File: src/ieu_types_pkg.sv
/* Data, address and register-index widths of the 32-bit execute stage.
   Referenced by scope from every RTL unit and the testbench. */
package ieu_types_pkg;

   // Operand and result width
   localparam int DATA_W = 32;

   // Instruction word address, byte address without bits 1..0
   localparam int PC_W = DATA_W - 2;

   // Register file index
   localparam int REG_AW = 5;

   // Shift amount taken from the low bits of operand 2
   localparam int SHAMT_W = 5;

   // One operand or one result
   typedef logic [DATA_W-1:0] data_t;

   // Word address of an instruction
   typedef logic [PC_W-1:0] pc_t;

   // Register number
   typedef logic [REG_AW-1:0] reg_addr_t;

endpackage

File: src/ieu_op_pkg.sv
/* Opcode bus layout of the logic and arithmetic units, and the flush FSM states.
   Bit positions index the one-hot opcode buses coming from decode. */
package ieu_op_pkg;

   // Logic unit opcode bus
   localparam int LU_OPW = 6;

   localparam int LU_AND = 0;
   localparam int LU_OR  = 1;
   localparam int LU_XOR = 2;
   localparam int LU_SLL = 3;  // Shift left logical
   localparam int LU_SRL = 4;  // Shift right logical
   localparam int LU_SRA = 5;  // Shift right arithmetic

   typedef logic [LU_OPW-1:0] lu_opc_t;

   // Arithmetic unit opcode bus
   localparam int AU_OPW = 3;

   localparam int AU_ADD = 0;
   localparam int AU_SUB = 1;
   localparam int AU_CMP = 2;  // Sets the condition flag only

   typedef logic [AU_OPW-1:0] au_opc_t;

   // Flush request FSM
   typedef enum logic [0:0] {
      FLS_IDLE = 1'b0,
      FLS_HOLD = 1'b1   // Flush raised, waiting for the acknowledge
   } fls_state_t;

endpackage

File: src/ieu_spec_check.sv
/* Speculation checker: detects mispredicted branches and returns on commit,
   holds the flush and its target until the fetch unit acknowledges. */
`timescale 1ns/1ns

module ieu_spec_check (
   input  logic                   clk,
   input  logic                   rst_n,
   input  logic                   commit,
   input  logic                   jmprel,
   input  logic                   jmpfar,
   input  logic                   ret,
   input  logic                   specul_bcc,
   input  logic                   cc,
   input  ieu_types_pkg::pc_t     specul_tgt,
   input  ieu_types_pkg::pc_t     epc_pc,
   input  ieu_types_pkg::data_t   operand_1,
   input  logic                   specul_flush_ack,
   output logic                   specul_flush,
   output ieu_types_pkg::pc_t     flush_tgt,
   output logic                   hold,
   output logic                   bpu_wb,
   output logic                   bpu_wb_hit
);

   localparam int AW = ieu_types_pkg::PC_W;

   ieu_op_pkg::fls_state_t state_q;
   ieu_op_pkg::fls_state_t state_nxt;
   ieu_types_pkg::pc_t     far_tgt;
   ieu_types_pkg::pc_t     tgt_nxt;
   ieu_types_pkg::pc_t     tgt_q;
   logic                   flush_nxt;

   assign far_tgt = operand_1[ieu_types_pkg::DATA_W-1:2];  // No alignment check

   // Taken bit against the flag and predicted target against the register
   assign flush_nxt = commit & ((jmprel & (specul_bcc != cc)) |
                                (jmpfar & (specul_tgt != far_tgt)) |
                                ret);

   assign tgt_nxt = ({AW{jmprel}} & specul_tgt) |
                    ({AW{jmpfar}} & far_tgt) |
                    ({AW{ret}} & epc_pc);

   always_comb begin
      state_nxt = state_q;
      if (flush_nxt) begin
         state_nxt = ieu_op_pkg::FLS_HOLD;  // Also covers a new flush in the ack cycle
      end else if (specul_flush_ack) begin
         state_nxt = ieu_op_pkg::FLS_IDLE;
      end
   end

   always_ff @(posedge clk or negedge rst_n) begin
      if (!rst_n) begin
         state_q <= ieu_op_pkg::FLS_IDLE;
      end else begin
         state_q <= state_nxt;
      end
   end

   always_ff @(posedge clk) begin
      if (flush_nxt) begin
         tgt_q <= tgt_nxt;
      end
   end

   // Input opens in the ack cycle
   assign hold = (state_q == ieu_op_pkg::FLS_HOLD) & ~specul_flush_ack;

   assign specul_flush = hold | flush_nxt;
   assign flush_tgt    = hold ? tgt_q : tgt_nxt;

   // Predictor feedback
   assign bpu_wb     = commit & (jmprel | jmpfar);
   assign bpu_wb_hit = ~specul_flush;

   a_redirect_onehot: assert property (@(posedge clk) disable iff (!rst_n)
      commit |-> $onehot0({jmprel, jmpfar, ret}))
      else $error("more than one redirect kind on commit");

   a_tgt_stable: assert property (@(posedge clk) disable iff (!rst_n)
      specul_flush |=> specul_flush_ack || (specul_flush && $stable(flush_tgt)))
      else $error("flush dropped or target changed before the acknowledge");

endmodule

File: config.mk
export PLATFORM = sky130hd
export DESIGN_NAME = ieu_spec_check
export DESIGN_NICKNAME = d
export VERILOG_FILES = /design/src/ieu_types_pkg.sv /design/src/ieu_op_pkg.sv /design/src/ieu_spec_check.sv
export SDC_FILE = /design/constraint.sdc
export NUM_CORES = 1
export LEC_CHECK = 0
export BUFFER_PORTS_ARGS = -buffer_cell sky130_fd_sc_hd__buf_4
export CORE_MARGIN = 5
export CORE_UTILIZATION = 42
export DETAILED_ROUTE_END_ITERATION = 7
export HOLD_SLACK_MARGIN = 0.06
export PLACE_DENSITY_LB_ADDON = 0.1
export SYNTH_ARGS = -nofsm -noshare
export SYNTH_HDL_FRONTEND = slang
export SYNTH_SLANG_ARGS = --single-unit
File: constraint.sdc
create_clock -name clk -period 1.3 [get_ports clk]
set_clock_uncertainty 0.05 [all_clocks]
set_input_delay 0.065 -clock clk [delete_from_list [all_inputs] [get_ports clk]]
set_output_delay 0.065 -clock clk [all_outputs]
set_load 0.005 [all_outputs]
* Yosys cells after proc, flatten, opt, wreduce, memory -nomap -nowiden
Cells that the tools add are included.
W data, S select, Z words.
** Operators by class
- Bitwise operators :: 16
- Multiplexer cells :: 3
- Eq/ne operators :: 2
- Reductions and logical operators :: 1
** Operator list (count)
- $and A30 B30 Y30 :: 3
- $or A30 B30 Y30 :: 2
- $mux W30 :: 1
- $ne A30 B30 Y1 :: 1
- $and A1 B1 Y1 :: 5
- $or A1 B1 Y1 :: 4
- $mux W1 :: 2
- $not A1 Y1 :: 2
- $reduce_bool A2 Y1 :: 1
- $ne A1 B1 Y1 :: 1
** Word-level totals
- Output and inout port bits :: 34
- Register bits after elaboration :: 31
- Logic and storage cells :: 24
- Input bits :: 101

* Logic depth before layout (Yosys ltp)
Gate-level depths: netlist (run 1).
- Depth in word-level cells :: 7
- Gate-level depth with buffers :: 5
- Mapped depth without buffers :: 5

* Worst setup path after synthesis (run 1)
No wires, ideal clock.
- Path type :: input -> register
- Start :: input port specul_tgt[21]
- End :: register tgt_q[0] (enable)
- Required time :: 925 ps
- Slack :: -245 ps
- Buffers on the path :: 0
- Arrival time :: 1170 ps
- Cell stages on the path :: 5
- Cell sequence :: xnor2_1 -> nand4_1 -> nor4_1 -> a21oi_1 -> or2_2
** Between the ends
- Word-level cells in the longest chain between the ends :: 5
** Ends and longest elaborated chain
- from (decl) :: line ieu_spec_check.sv:14 : input ieu_types_pkg::pc_t specul_tgt,
- $ne A30 B30 Y1 :: line ieu_spec_check.sv:38 : (jmpfar & (specul_tgt != far_tgt)) |
- $and A1 B1 Y1 :: line ieu_spec_check.sv:38
- $or A1 B1 Y1 :: line ieu_spec_check.sv:37 : assign flush_nxt = commit & ((jmprel & (specul_bcc != cc)) |
- $or A1 B1 Y1 :: line ieu_spec_check.sv:38
- $and A1 B1 Y1 :: line ieu_spec_check.sv:37
- named net flush_nxt :: line ieu_spec_check.sv:32 : logic flush_nxt;
- to (signal assigned) :: line ieu_spec_check.sv:64 : tgt_q <= tgt_nxt;
- to (decl) :: line ieu_spec_check.sv:31 : ieu_types_pkg::pc_t tgt_q;
The timed path passes the listed nets, and every way through them passes these cells.
A chain may end at the register's enable or synchronous reset.

* Final worst setup path (run 1)
- Start :: input port specul_tgt[0]
- End :: output port specul_flush
** Between the ends
- Word-level cells in the longest chain between the ends :: 6
** Ends and longest elaborated chain
- $ne A30 B30 Y1 :: line ieu_spec_check.sv:38
- $and A1 B1 Y1 :: line ieu_spec_check.sv:38
- $or A1 B1 Y1 :: line ieu_spec_check.sv:37
- $or A1 B1 Y1 :: line ieu_spec_check.sv:38
- $and A1 B1 Y1 :: line ieu_spec_check.sv:37
- $or A1 B1 Y1 :: line ieu_spec_check.sv:71 : assign specul_flush = hold | flush_nxt;
- to (decl) :: line ieu_spec_check.sv:18 : output logic specul_flush,
Every way passes these cells.

==> impl_metrics.json, run 1 <==
{
  "slew_violations": 0,
  "floorplan.core_area_sq_mm": 0.00472,
  "worst_pin_slew_ps": 723,
  "tritoncts": "done",
  "post_route_cells_drive_above_1_share": 0.617,
  "synthCells": 219,
  "timing.critical_path.from_type": "input pin",
  "post_synth_xor_area_fraction": 0.132,
  "htree_levels": 2,
  "num_rows": 25,
  "num_io_pins": 135,
  "grt-ovfl-total": 0,
  "finalCriticalPeriod_ps": 1670,
  "synth_simple_gate_area_share": 0.104,
  "clk_path_buf_depth": 2,
  "numPlacedInstances": 412,
  "clock_sinks": 31,
  "timing_hold_violations_final": 0,
  "synth-compound-area-share": 0.228,
  "cp.arrival_ps": 1560,
  "grt_pass1_wl_mm": 12.4,
  "cts.clk_slew.worst_paths_ps": 70,
  "maximum_vdd_drop_mv": 0.622,
  "grt_usage": 0.255,
  "finalSetupViolations": 63,
  "start_util": 0.435,
  "route.detailed.vias_per_inst": 5.66,
  "num_vias": 2451,
  "ctsRootBufferMaster": "sky130_fd_sc_hd__clkbuf_8",
  "wl_mm": 8.66,
  "antenna_found_initial": 0,
  "final.period_utilization": 1.29,
  "numCtsBuffers": 5,
  "endpoint_required_time_on_the_critical_path_ps": 1190,
  "synth_cell_types": 19,
  "critical_path_class": "in -> out",
  "timing.fmax_mhz": 597,
  "routed_wire_length_per_instance_um": 20.0,
  "synth_nets": 320,
  "dr.pass1.iters": 8,
  "clkLatencyLatePin_ps": 280,
  "detail_route.iter0.violations": 315,
  "port_buffers": 132,
  "p_leak_nw": 1.71,
  "synth.area.mux_share": 0,
  "detailed_place_hpwl_mm": 5.50,
  "r2r_setup_slack_ps": 140,
  "layout_setup_ws_ps": -375,
  "final_cells": 433,
  "critPathMaxFanout": 2,
  "hold_path_class": "in -> reg",
  "largest_family_of_logic_cells_by_synthesized_area": "compound AO/OA/AOI/OAI gates",
  "synthesis.area_per_instance_sq_um": 9.38,
  "nNetsFinal": 466,
  "most-common-layout-cells": "128 x sky130_fd_sc_hd__buf_4, 31 x sky130_fd_sc_hd__inv_1, 30 x sky130_fd_sc_hd__a222oi_1, 30 x sky130_fd_sc_hd__edfxtp_1, 27 x sky130_fd_sc_hd__a21oi_2",
  "placed_area_sq_mm": 0.00324,
  "p_per_area_mw_per_mm2": 888,
  "worstSetupEndpointType": "output pin",
  "mostFrequentLayoutCell": "sky130_fd_sc_hd__buf_4",
  "drtAntennaViolNets": 0,
  "grt_max_degree": 31,
  "synth.yosys.warnings": 0,
  "max-cap-violations": 0,
  "rsz0062_at_grt": "true",
  "floorplan.die_area_sq_mm": 0.00639,
  "violated_checks": "negative setup slack",
  "netlist_area_sq_mm": 0.00205,
  "globalplace.congestion": 0.788,
  "die_w_um": 79.9,
  "first_global_vias": 2544,
  "die_height_um": 79.9,
  "synth-seq-cells": 31,
  "post_synth_fa_ha_maj_area_fraction": 0,
  "slew_headroom": 0.518,
  "syn_to_final_growth_pct": 93.8,
  "post-route-cell-area_sq_mm": 0.00398,
  "drc": 0,
  "status": "finished, violations left",
  "yosysSeqAreaShare": 0.451,
  "diodes": 0
}
## synth_stat cells (all sizes together)
cell    instances  area [sq um]
a21oi          32           160
inv            31           116
a222oi         30           300
edfxtp         30           901
nor2           30           113
xnor2          30           263
clkbuf         13          48.8
nand4           7          43.8
buf             3          11.3
nand2           2          7.51
nor4            2          12.5
or3             2          12.5
dfrtp           1          25.0
nand2b          1          6.26
nor2b           1          6.26
nor3            1          5.00
o21a            1          7.51
or2             1          6.26
xor2            1          8.76
## stage by stage
step            util  setup TNS, ps  power [mW]  setup WS [ps]  hold WS (ps)
4_1_cts        0.810          -9760        3.42           -358          32.3
3_5_place_dp   0.687         -16410        2.39           -510          -208
3_3_place_gp   0.687         -18100        2.38           -560          -209
5_1_grt        0.843         -12150        3.69           -422          68.1
2_1_floorplan      -          -1780        1.75          -59.3          -281
6_report       0.843          -9020        3.54           -375          48.5
## timing repair
item                                   CTS  global route
setup endpoints to repair               63            63
hold buffers                             2             0
endpoints found under the hold margin   21             0
gates cloned                             5             0
gates resized for setup                 75            34
pin swaps                                9             8
buffers inserted                         6             2
## power breakdown
| group | leakage, nW | switching (mW) | internal (mW) | total, mW |
|---|---|---|---|---|
| clock network | 0.0422 | 0.351 | 0.375 | 0.725 |
| registers | 0.305 | 0.0765 | 1.26 | 1.34 |
| logic | 1.36 | 0.653 | 0.823 | 1.48 |
## worst paths after layout
path,startpoint,end,depth (start not counted)
max,specul_tgt[0],specul_flush,8
min,epc_pc[24],tgt_q[24],3
max reg2reg,state_q,state_q,3
min reg2reg,state_q,state_q,3
max in group asynchronous,rst_n,state_q,3
min in group asynchronous,rst_n,state_q,3
## registers in the layout (all words and copies together), names as in the netlist
name	count
state_q	1
tgt_q	30
## cell families after synthesis
kind of cell | after synthesis
XOR/XNOR | 31
flip-flops | 31
buffers and inverters | 47
AO/OA/AOI/OAI | 63
AND/OR/NAND/NOR | 47
## area by class of cell
class | count | area, sq um
repair buffers | 155 | 1400
flip-flops and latches | 31 | 926
clock buffers | 7 | 76.3
clock inverters | 1 | 5.00
well taps | 67 | 83.8
multi-input cells | 141 | 1380
inverters | 31 | 116
fillers | 268 | 741
## per-layer routing
layer / GRT usage / wire [um] / up-vias
li1: - / - / 1114
met1: 0.296 / 3240 / 1185
met2: 0.467 / 4610 / 140
met3: 0.0564 / 666 / 12
met4: 0.0726 / 140 / 0
met5: 0 / 0 / -
## critical path: stages
cell and delay, ps:
sky130_fd_sc_hd__buf_8 100, sky130_fd_sc_hd__xnor2_4 150, sky130_fd_sc_hd__nand4_1 160, sky130_fd_sc_hd__nor4_2 340, sky130_fd_sc_hd__a21oi_1 130, sky130_fd_sc_hd__buf_4 160, sky130_fd_sc_hd__or3_4 330, sky130_fd_sc_hd__buf_6 120
No activity file was read; power rests on OpenSTA's default activity.
==> inputs of run 2 (changes only) <==
--- a/config.mk
+++ b/config.mk
@@ -5,9 +5,10 @@
 export SDC_FILE = /design/constraint.sdc
 export NUM_CORES = 1
 export LEC_CHECK = 0
+export ABC_AREA = 1
 export BUFFER_PORTS_ARGS = -buffer_cell sky130_fd_sc_hd__buf_4
-export CORE_MARGIN = 5
-export CORE_UTILIZATION = 42
+export CORE_MARGIN = 1.5
+export CORE_UTILIZATION = 44
 export DETAILED_ROUTE_END_ITERATION = 7
 export HOLD_SLACK_MARGIN = 0.06
 export PLACE_DENSITY_LB_ADDON = 0.1
==> impl_metrics.json, run 2 <==
{
  "mostFrequentLayoutCell": "sky130_fd_sc_hd__nand2_1",
  "grt-ovfl-total": 0,
  "finalCriticalPeriod_ps": 1450,
  "synthesis.area_per_instance_sq_um": 6.74,
  "ctsRootBufferMaster": "sky130_fd_sc_hd__clkbuf_8",
  "timing.fmax_mhz": 690,
  "cp.arrival_ps": 1440,
  "share_comb_of_total_power": 0.401,
  "grt_max_degree": 27,
  "cell_with_the_most_instances_after_synthesis": "sky130_fd_sc_hd__nand2_1",
  "critPathMaxFanout": 22,
  "floorplan.core_area_sq_mm": 0.00507,
  "synth-compound-area-share": 0.0326,
  "grt_pass1_wl_mm": 12.2,
  "die_w_um": 75.4,
  "regMostFlops": "tgt_q",
  "hold_path_class": "in -> reg",
  "dr.pass1.iters": 6,
  "slowest_cp_cell": "sky130_fd_sc_hd__buf_12",
  "post_synth_xor_area_fraction": 0.0913,
  "startpoint": "operand_1[13]",
  "postLayoutCoreUtil": 0.824,
  "clock_sinks": 31,
  "finalSetupViolations": 62,
  "die_height_um": 75.4,
  "clkLatencyLatePin_ps": 280,
  "synth_cell_types": 18,
  "layout_setup_ws_ps": -150,
  "synth-seq-cells": 31,
  "setup.worst_path.end": "tgt_q[8]",
  "nNetsFinal": 626,
  "first_global_vias": 2753,
  "path_depth": 13,
  "cts.clk_slew.worst_paths_ps": 60,
  "start_util": 0.454,
  "multi_input_comb_area_sq_mm": 0.00139,
  "violated_checks": "negative setup slack",
  "max-cap-violations": 0,
  "drtAntennaViolNets": 0,
  "cpPeakStageDelay_ps": 180,
  "flip_flop_count_of_the_largest_register_all_copies_and_words_added": 30,
  "timing.critical_path.from_type": "input pin",
  "fin_setup_tns_ps": -6900,
  "critical-path-top-cell-by-count": "sky130_fd_sc_hd__nand2_1",
  "globalplace.congestion": 0.827,
  "r2r_setup_slack_ps": 350,
  "top_regs": "tgt_q x30, state_q x1",
  "slew_violations": 0,
  "yosysTopAreaCellShare": 0.391,
  "fill_cells": 343,
  "clk_path_buf_depth": 2,
  "maximum_vdd_drop_mv": 0.476,
  "num_rows": 26,
  "worst_r2r_src": "state_q",
  "routed_wire_length_per_instance_um": 14.5,
  "wl_mm": 8.66,
  "yosysSeqAreaShare": 0.402,
  "fin_total_pwr_mw": 3.28,
  "syn_to_final_growth_pct": 81.6,
  "final_cells": 596,
  "power.sequential.fraction": 0.382,
  "synth_enable_flop_cells": 30,
  "post_synth_main_area_contributors": "sky130_fd_sc_hd__edfxtp_1 39%, sky130_fd_sc_hd__nand2_1 34%, sky130_fd_sc_hd__xnor2_1 7.6%",
  "route.detailed.vias_per_inst": 4.98,
  "synth_simple_gate_area_share": 0.414,
  "cp_top_family": "simple AND/OR/NAND/NOR gates",
  "post_synth_fa_ha_maj_area_fraction": 0,
  "worst_pin_slew_ps": 258,
  "synthCells": 342,
  "numPlacedInstances": 551,
  "netlist_area_sq_mm": 0.00230,
  "depth_of_the_worst_register_to_register_path": 5,
  "fraction_of_power_spent_switching_nets": 0.295,
  "post_route_cells_drive_above_1_share": 0.401,
  "worstSetupEndpointType": "flop",
  "worst_hold_startpoint": "specul_tgt[14]",
  "final.period_utilization": 1.12,
  "synth.area.mux_share": 0,
  "worst_r2r_endpoint": "state_q",
  "p_switching_mw": 0.968,
  "p_per_area_mw_per_mm2": 785,
  "drc": 0,
  "critical_path_class": "in -> reg",
  "numCtsBuffers": 5,
  "port_buffers": 132,
  "detail_route.iter0.violations": 166,
  "synth_nets": 443,
  "rsz0062_at_grt": "true",
  "htree_levels": 2,
  "tritoncts": "done",
  "grt_usage": 0.289,
  "endpoint_required_time_on_the_critical_path_ps": 1290,
  "clock_power_share": 0.218,
  "area.sequential_sq_um": 926,
  "status": "finished, violations left",
  "most-common-layout-cells": "189 x sky130_fd_sc_hd__nand2_1, 138 x sky130_fd_sc_hd__buf_4, 30 x sky130_fd_sc_hd__edfxtp_1",
  "detailed_place_hpwl_mm": 5.56,
  "timing_hold_violations_final": 0,
  "timing.critical_path.buf_inv": 4,
  "antenna_found_initial": 0,
  "p_leak_nw": 2.13,
  "synth.cells.most_frequent": "207 x sky130_fd_sc_hd__nand2_1, 30 x sky130_fd_sc_hd__edfxtp_1, 25 x sky130_fd_sc_hd__nand3_1",
  "num_io_pins": 135,
  "internal_power_mw": 2.32,
  "diodes": 0,
  "slew_headroom": 0.828,
  "synthDominantAreaCellType": "sky130_fd_sc_hd__edfxtp_1",
  "ys.flop_type": "sky130_fd_sc_hd__edfxtp_1",
  "num_vias": 2969,
  "floorplan.die_area_sq_mm": 0.00568,
  "largest_family_of_logic_cells_by_synthesized_area": "simple AND/OR/NAND/NOR gates",
  "synth-async-reset-ratio": 0.0323,
  "cells_along_the_critical_path": "buf_6 > xnor2_2 > nand2_1 > nor2_2 > nand2_1 > nor2_1 > nand2_1 > nand2_1 > nand2_2 > nand2_2 > buf_6 > clkinvlp_4 > buf_12",
  "synth.yosys.warnings": 0
}
-- run 2: power groups by stage --
stage          Sequential [mW]  Combinational, mW  Clock (mW)
2_1_floorplan             1.26              0.461           0
3_3_place_gp              1.27               1.07           0
3_5_place_dp              1.27               1.09           0
4_1_cts                   1.25               1.23       0.725
5_1_grt                   1.26               1.43       0.768
6_report                  1.25               1.32       0.715
-- run 2: worst register-to-register path, cell delays in order, from the launching register on --
cell and delay (ps):
sky130_fd_sc_hd__dfrtp_1 370, sky130_fd_sc_hd__inv_2 60, sky130_fd_sc_hd__nor2_4 40, sky130_fd_sc_hd__inv_2 100
sky130_fd_sc_hd__buf_12 160, sky130_fd_sc_hd__nand2_1 60
-- run 2: cells by family (layout without fill, tap and decap cells) --
group	Yosys count	in the layout
XOR/XNOR	24	24
AND/OR/NAND/NOR	245	245
buffers and inverters	32	216
AO/OA/AOI/OAI	10	10
flip-flops	31	31
-- run 2: through the flow --
stage	instance area, sq um	setup WS, ps	hold WS (ps)
after CTS	4060	-112	60.4
after floorplan	2330	-257	-281
after detailed placement	3530	-305	-209
after global placement	3530	-287	-210
after global routing	4180	-186	70.6
final	4180	-150	65.9
-- run 2: routing by layer --
metal,up-vias,share of wire,GRT usage
met3,16,0.065,0.0714
met5,-,0,0
met2,145,0.53,0.528
met4,0,0.018,0.0833
met1,1368,0.38,0.333
li1,1440,-,-
-- run 2: worst min-delay path by stage --
stage | slack (ps) | endpoint | cells after the start
finish | 70 | tgt_q[14] | 3
global route | 70 | tgt_q[6] | 3
detailed placement | -210 | state_q | 1
global placement | -210 | state_q | 1
floorplan | -280 | state_q | 0
CTS | 60 | tgt_q[8] | 3
-- run 2: layout make-up --
cell class | count | share of cell area
Clock inverter | 2 | 0.00179
Inverter | 17 | 0.0162
Timing Repair Buffer | 191 | 0.389
Sequential cell | 31 | 0.221
Clock buffer | 6 | 0.0173
Multi-Input combinational cell | 279 | 0.333
Tap cell | 70 | 0.0209
-- run 2: repair_timing --
item                       in CTS  in global routing
pin swaps                      20                  5
setup endpoints to repair      62                 63
buffers inserted                9                  0
resized for setup              30                 34
hold endpoints to repair       25                  0
gates cloned                    1                  0
hold buffers                   27                  0
==> inputs of run 3 (changes only) <==
==> constraint.sdc (replaced) <==
create_clock -name clk -period 1.3 [get_ports clk]
set_clock_uncertainty 0.05 [all_clocks]
set_input_delay 0.065 -clock clk [delete_from_list [all_inputs] [get_ports clk]]
set_output_delay 0.065 -clock clk [all_outputs]
set_load 0.1 [all_outputs]
==> impl_metrics.json, run 3 <==
{
  "status": "stopped before the end",
  "outcome.stop_stage": "5_1_grt",
  "tool.error": "[ERROR DPL-0038] Utilization greater than 100%, impossible to legalize",
  "synth_enable_flop_cells": 30,
  "grt_max_degree": 21,
  "post_synth_xor_area_fraction": 0.0913,
  "detailed_place_hpwl_mm": 6.30,
  "synthDominantAreaCellType": "sky130_fd_sc_hd__edfxtp_1",
  "synth-seq-cells": 31,
  "largest_family_of_logic_cells_by_synthesized_area": "simple AND/OR/NAND/NOR gates",
  "num_rows": 26,
  "synth_nets": 443,
  "synth_cell_types": 18,
  "globalplace.congestion": 0.823,
  "synthCells": 342,
  "die_w_um": 75.4,
  "postGrtWorstEndpoint": "flush_tgt[6]",
  "synth_simple_gate_area_share": 0.414,
  "clock_sinks": 31,
  "worst-endpoint-pin-kind": "primary output",
  "synth-async-reset-ratio": 0.0323,
  "synth.cells.most_frequent": "207 x sky130_fd_sc_hd__nand2_1, 30 x sky130_fd_sc_hd__edfxtp_1, 25 x sky130_fd_sc_hd__nand3_1",
  "post_synth_fa_ha_maj_area_fraction": 0,
  "yosysTopAreaCellShare": 0.391,
  "htree_levels": 2,
  "numCtsBuffers": 5,
  "ctsRootBufferMaster": "sky130_fd_sc_hd__clkbuf_8",
  "start_util": 0.454,
  "ys.flop_type": "sky130_fd_sc_hd__edfxtp_1",
  "synth.yosys.warnings": 0,
  "netlist_area_sq_mm": 0.00230,
  "synth-compound-area-share": 0.0326,
  "port_buffers": 132,
  "clk_path_buf_depth": 2,
  "post_synth_main_area_contributors": "sky130_fd_sc_hd__edfxtp_1 39%, sky130_fd_sc_hd__nand2_1 34%, sky130_fd_sc_hd__xnor2_1 7.6%",
  "yosysSeqAreaShare": 0.402,
  "placed_area_sq_mm": 0.00404,
  "cell_with_the_most_instances_after_synthesis": "sky130_fd_sc_hd__nand2_1",
  "synthesis.area_per_instance_sq_um": 6.74,
  "synth.area.mux_share": 0,
  "die_height_um": 75.4,
  "num_io_pins": 135
}
## run 3: timing repair
action                                  CTS
cloned                                    2
endpoints found under the hold margin     7
pin swaps                                19
endpoints found under the setup margin   63
hold buffers                              7
buffers inserted                          4
gates resized for setup                 165
## run 3: cell families after synthesis
| logic type | Yosys count |
|---|---|
| buffers and inverters | 32 |
| AO/OA/AOI/OAI | 10 |
| flip-flops | 31 |
| XOR/XNOR | 24 |
| AND/OR/NAND/NOR | 245 |
## run 3: stage by stage
stage               worst slack [ps]  std cells  TNS (ps)
floorplan                       -291        342     -9100
detailed placement              -383        555    -13810
global placement                -308        555    -11210
CTS                             -277        576    -10120
==> inputs of run 4 (changes only) <==
--- a/config.mk
+++ b/config.mk
@@ -8,10 +8,9 @@
 export ABC_AREA = 1
 export BUFFER_PORTS_ARGS = -buffer_cell sky130_fd_sc_hd__buf_4
 export CORE_MARGIN = 1.5
-export CORE_UTILIZATION = 44
+export CORE_UTILIZATION = 40
 export DETAILED_ROUTE_END_ITERATION = 7
-export HOLD_SLACK_MARGIN = 0.06
-export PLACE_DENSITY_LB_ADDON = 0.1
+export PLACE_DENSITY_LB_ADDON = 0.15
 export SYNTH_ARGS = -nofsm -noshare
 export SYNTH_HDL_FRONTEND = slang
 export SYNTH_SLANG_ARGS = --single-unit
==> impl_metrics.json, run 4 (synthesis results as in run 2) <==
{
  "status": "finished, violations left",
  "violated_checks": "negative setup slack",
  "p_leak_nw": 2.40,
  "grt_usage": 0.314,
  "rsz0062_at_grt": "true",
  "cp.arrival_ps": 1720,
  "drc": 0,
  "timing_hold_violations_final": 0,
  "globalplace.congestion": 0.858,
  "numCtsBuffers": 5,
  "top_regs": "tgt_q x30, state_q x1",
  "route.detailed.vias_per_inst": 6.04,
  "die_height_um": 78.9,
  "clk_path_buf_depth": 2,
  "final.period_utilization": 1.41,
  "grt_max_degree": 20,
  "floorplan.die_area_sq_mm": 0.00622,
  "diodes": 0,
  "grt-ovfl-total": 0,
  "depth_of_the_worst_register_to_register_path": 6,
  "p_per_area_mw_per_mm2": 1030,
  "flip_flop_count_of_the_largest_register_all_copies_and_words_added": 30,
  "critPathMaxFanout": 2,
  "finalCriticalPeriod_ps": 1830,
  "port_buffers": 132,
  "ctsRootBufferMaster": "sky130_fd_sc_hd__clkbuf_8",
  "grt_pass1_wl_mm": 14.7,
  "start_util": 0.416,
  "finalSetupViolations": 64,
  "clkLatencyLatePin_ps": 290,
  "drtAntennaViolNets": 0,
  "regMostFlops": "tgt_q",
  "worst_pin_slew_ps": 491,
  "r2r_setup_slack_ps": 170,
  "worst_r2r_src": "state_q",
  "floorplan.core_area_sq_mm": 0.00554,
  "nNetsFinal": 603,
  "slowest_cp_cell": "sky130_fd_sc_hd__nor2_1",
  "clock_sinks": 31,
  "critical-path-top-cell-by-count": "sky130_fd_sc_hd__nand2_1",
  "cells_along_the_critical_path": "buf_4 > xnor2_2 > nand2_1 > nor2_1 > nand2_1 > nor2_1 > nand2_1 > nand2_1 > nand2_2 > nand2_2 > buf_4 > nand2_2 > buf_12",
  "slew_violations": 0,
  "routed_wire_length_per_instance_um": 24.4,
  "post_route_cells_drive_above_1_share": 0.586,
  "timing.critical_path.buf_inv": 3,
  "critical_path_class": "in -> out",
  "wl_mm": 14.0,
  "dp_slack_ps": -294,
  "first_global_vias": 3040,
  "dr.pass1.iters": 5,
  "cp_top_family": "simple AND/OR/NAND/NOR gates",
  "postLayoutCoreUtil": 0.954,
  "hold_path_class": "in -> async",
  "timing.fmax_mhz": 545,
  "fill_cells": 140,
  "detailed_place_hpwl_mm": 6.18,
  "detail_route.iter0.violations": 403,
  "cpPeakStageDelay_ps": 180,
  "max-cap-violations": 0,
  "cts.clk_slew.worst_paths_ps": 70,
  "antenna_found_initial": 0,
  "num_vias": 3472,
  "syn_to_final_growth_pct": 129,
  "slew_headroom": 0.673,
  "layout_setup_ws_ps": -535,
  "worst_r2r_endpoint": "state_q",
  "num_rows": 27,
  "numPlacedInstances": 559,
  "final_cells": 575,
  "maximum_vdd_drop_mv": 0.699,
  "die_w_um": 78.9,
  "fin_setup_tns_ps": -22990,
  "timing.critical_path.from_type": "input pin",
  "most-common-layout-cells": "113 x sky130_fd_sc_hd__nand2_1, 108 x sky130_fd_sc_hd__buf_4, 39 x sky130_fd_sc_hd__nand2_2, 39 x sky130_fd_sc_hd__buf_12, 37 x sky130_fd_sc_hd__nand2_8",
  "endpoint_required_time_on_the_critical_path_ps": 1190,
  "num_io_pins": 135,
  "htree_levels": 2,
  "mostFrequentLayoutCell": "sky130_fd_sc_hd__nand2_1",
  "timing.hold.ws_ps": 72.3,
  "tritoncts": "done",
  "worstSetupEndpointType": "output pin"
}
run 4: worst max-delay path by stage:
stage | depth (start not counted) | to | start
5_1_grt | 13 | specul_flush | specul_tgt[8]
2_1_floorplan | 10 | tgt_q[0] | specul_tgt[11]
3_5_place_dp | 12 | tgt_q[15] | specul_tgt[10]
3_3_place_gp | 14 | tgt_q[4] | operand_1[19]
6_report | 13 | specul_flush | specul_tgt[8]
4_1_cts | 7 | flush_tgt[2] | state_q
run 4: cell type report:
class | count | area, sq um | share of cell area
timing repair buffer | 168 | 1910 | 0.362
multi-input combinational | 279 | 2180 | 0.413
inverter | 17 | 83.8 | 0.0159
tap | 72 | 90.1 | 0.0170
clock inverter | 3 | 20.0 | 0.00379
clock buffer | 5 | 68.8 | 0.0130
sequential | 31 | 926 | 0.175
run 4: stage by stage:
| stage | power (mW) | cell area, sq um |
|---|---|---|
| finish | 5.47 | 5280 |
| global route | 5.58 | 5280 |
| CTS | 4.97 | 4770 |
| detailed placement | 3.70 | 4080 |
| global placement | 3.66 | 4080 |
| floorplan | 3.03 | 2830 |
run 4: power by group:
part           internal, mW  switching, mW  total [mW]
Sequential             1.23         0.0655        1.29
Combinational          1.29           2.09        3.37
Clock                 0.373          0.428       0.800
run 4: routing by layer:
layer  part of all wire  up-vias  GRT usage
li1                   -     1403          -
met1               0.31     1614      0.337
met2               0.50      334      0.596
met3              0.097      121     0.0747
met4              0.090        0      0.109
met5                  0        -          0
run 4: timing repair:
action	CTS	global route
endpoints found under the setup margin	48	64
hold endpoints to repair	1	0
cloned	2	4
hold buffers	1	0
buffers inserted	0	1
resized for setup	142	105
pin swaps	11	5
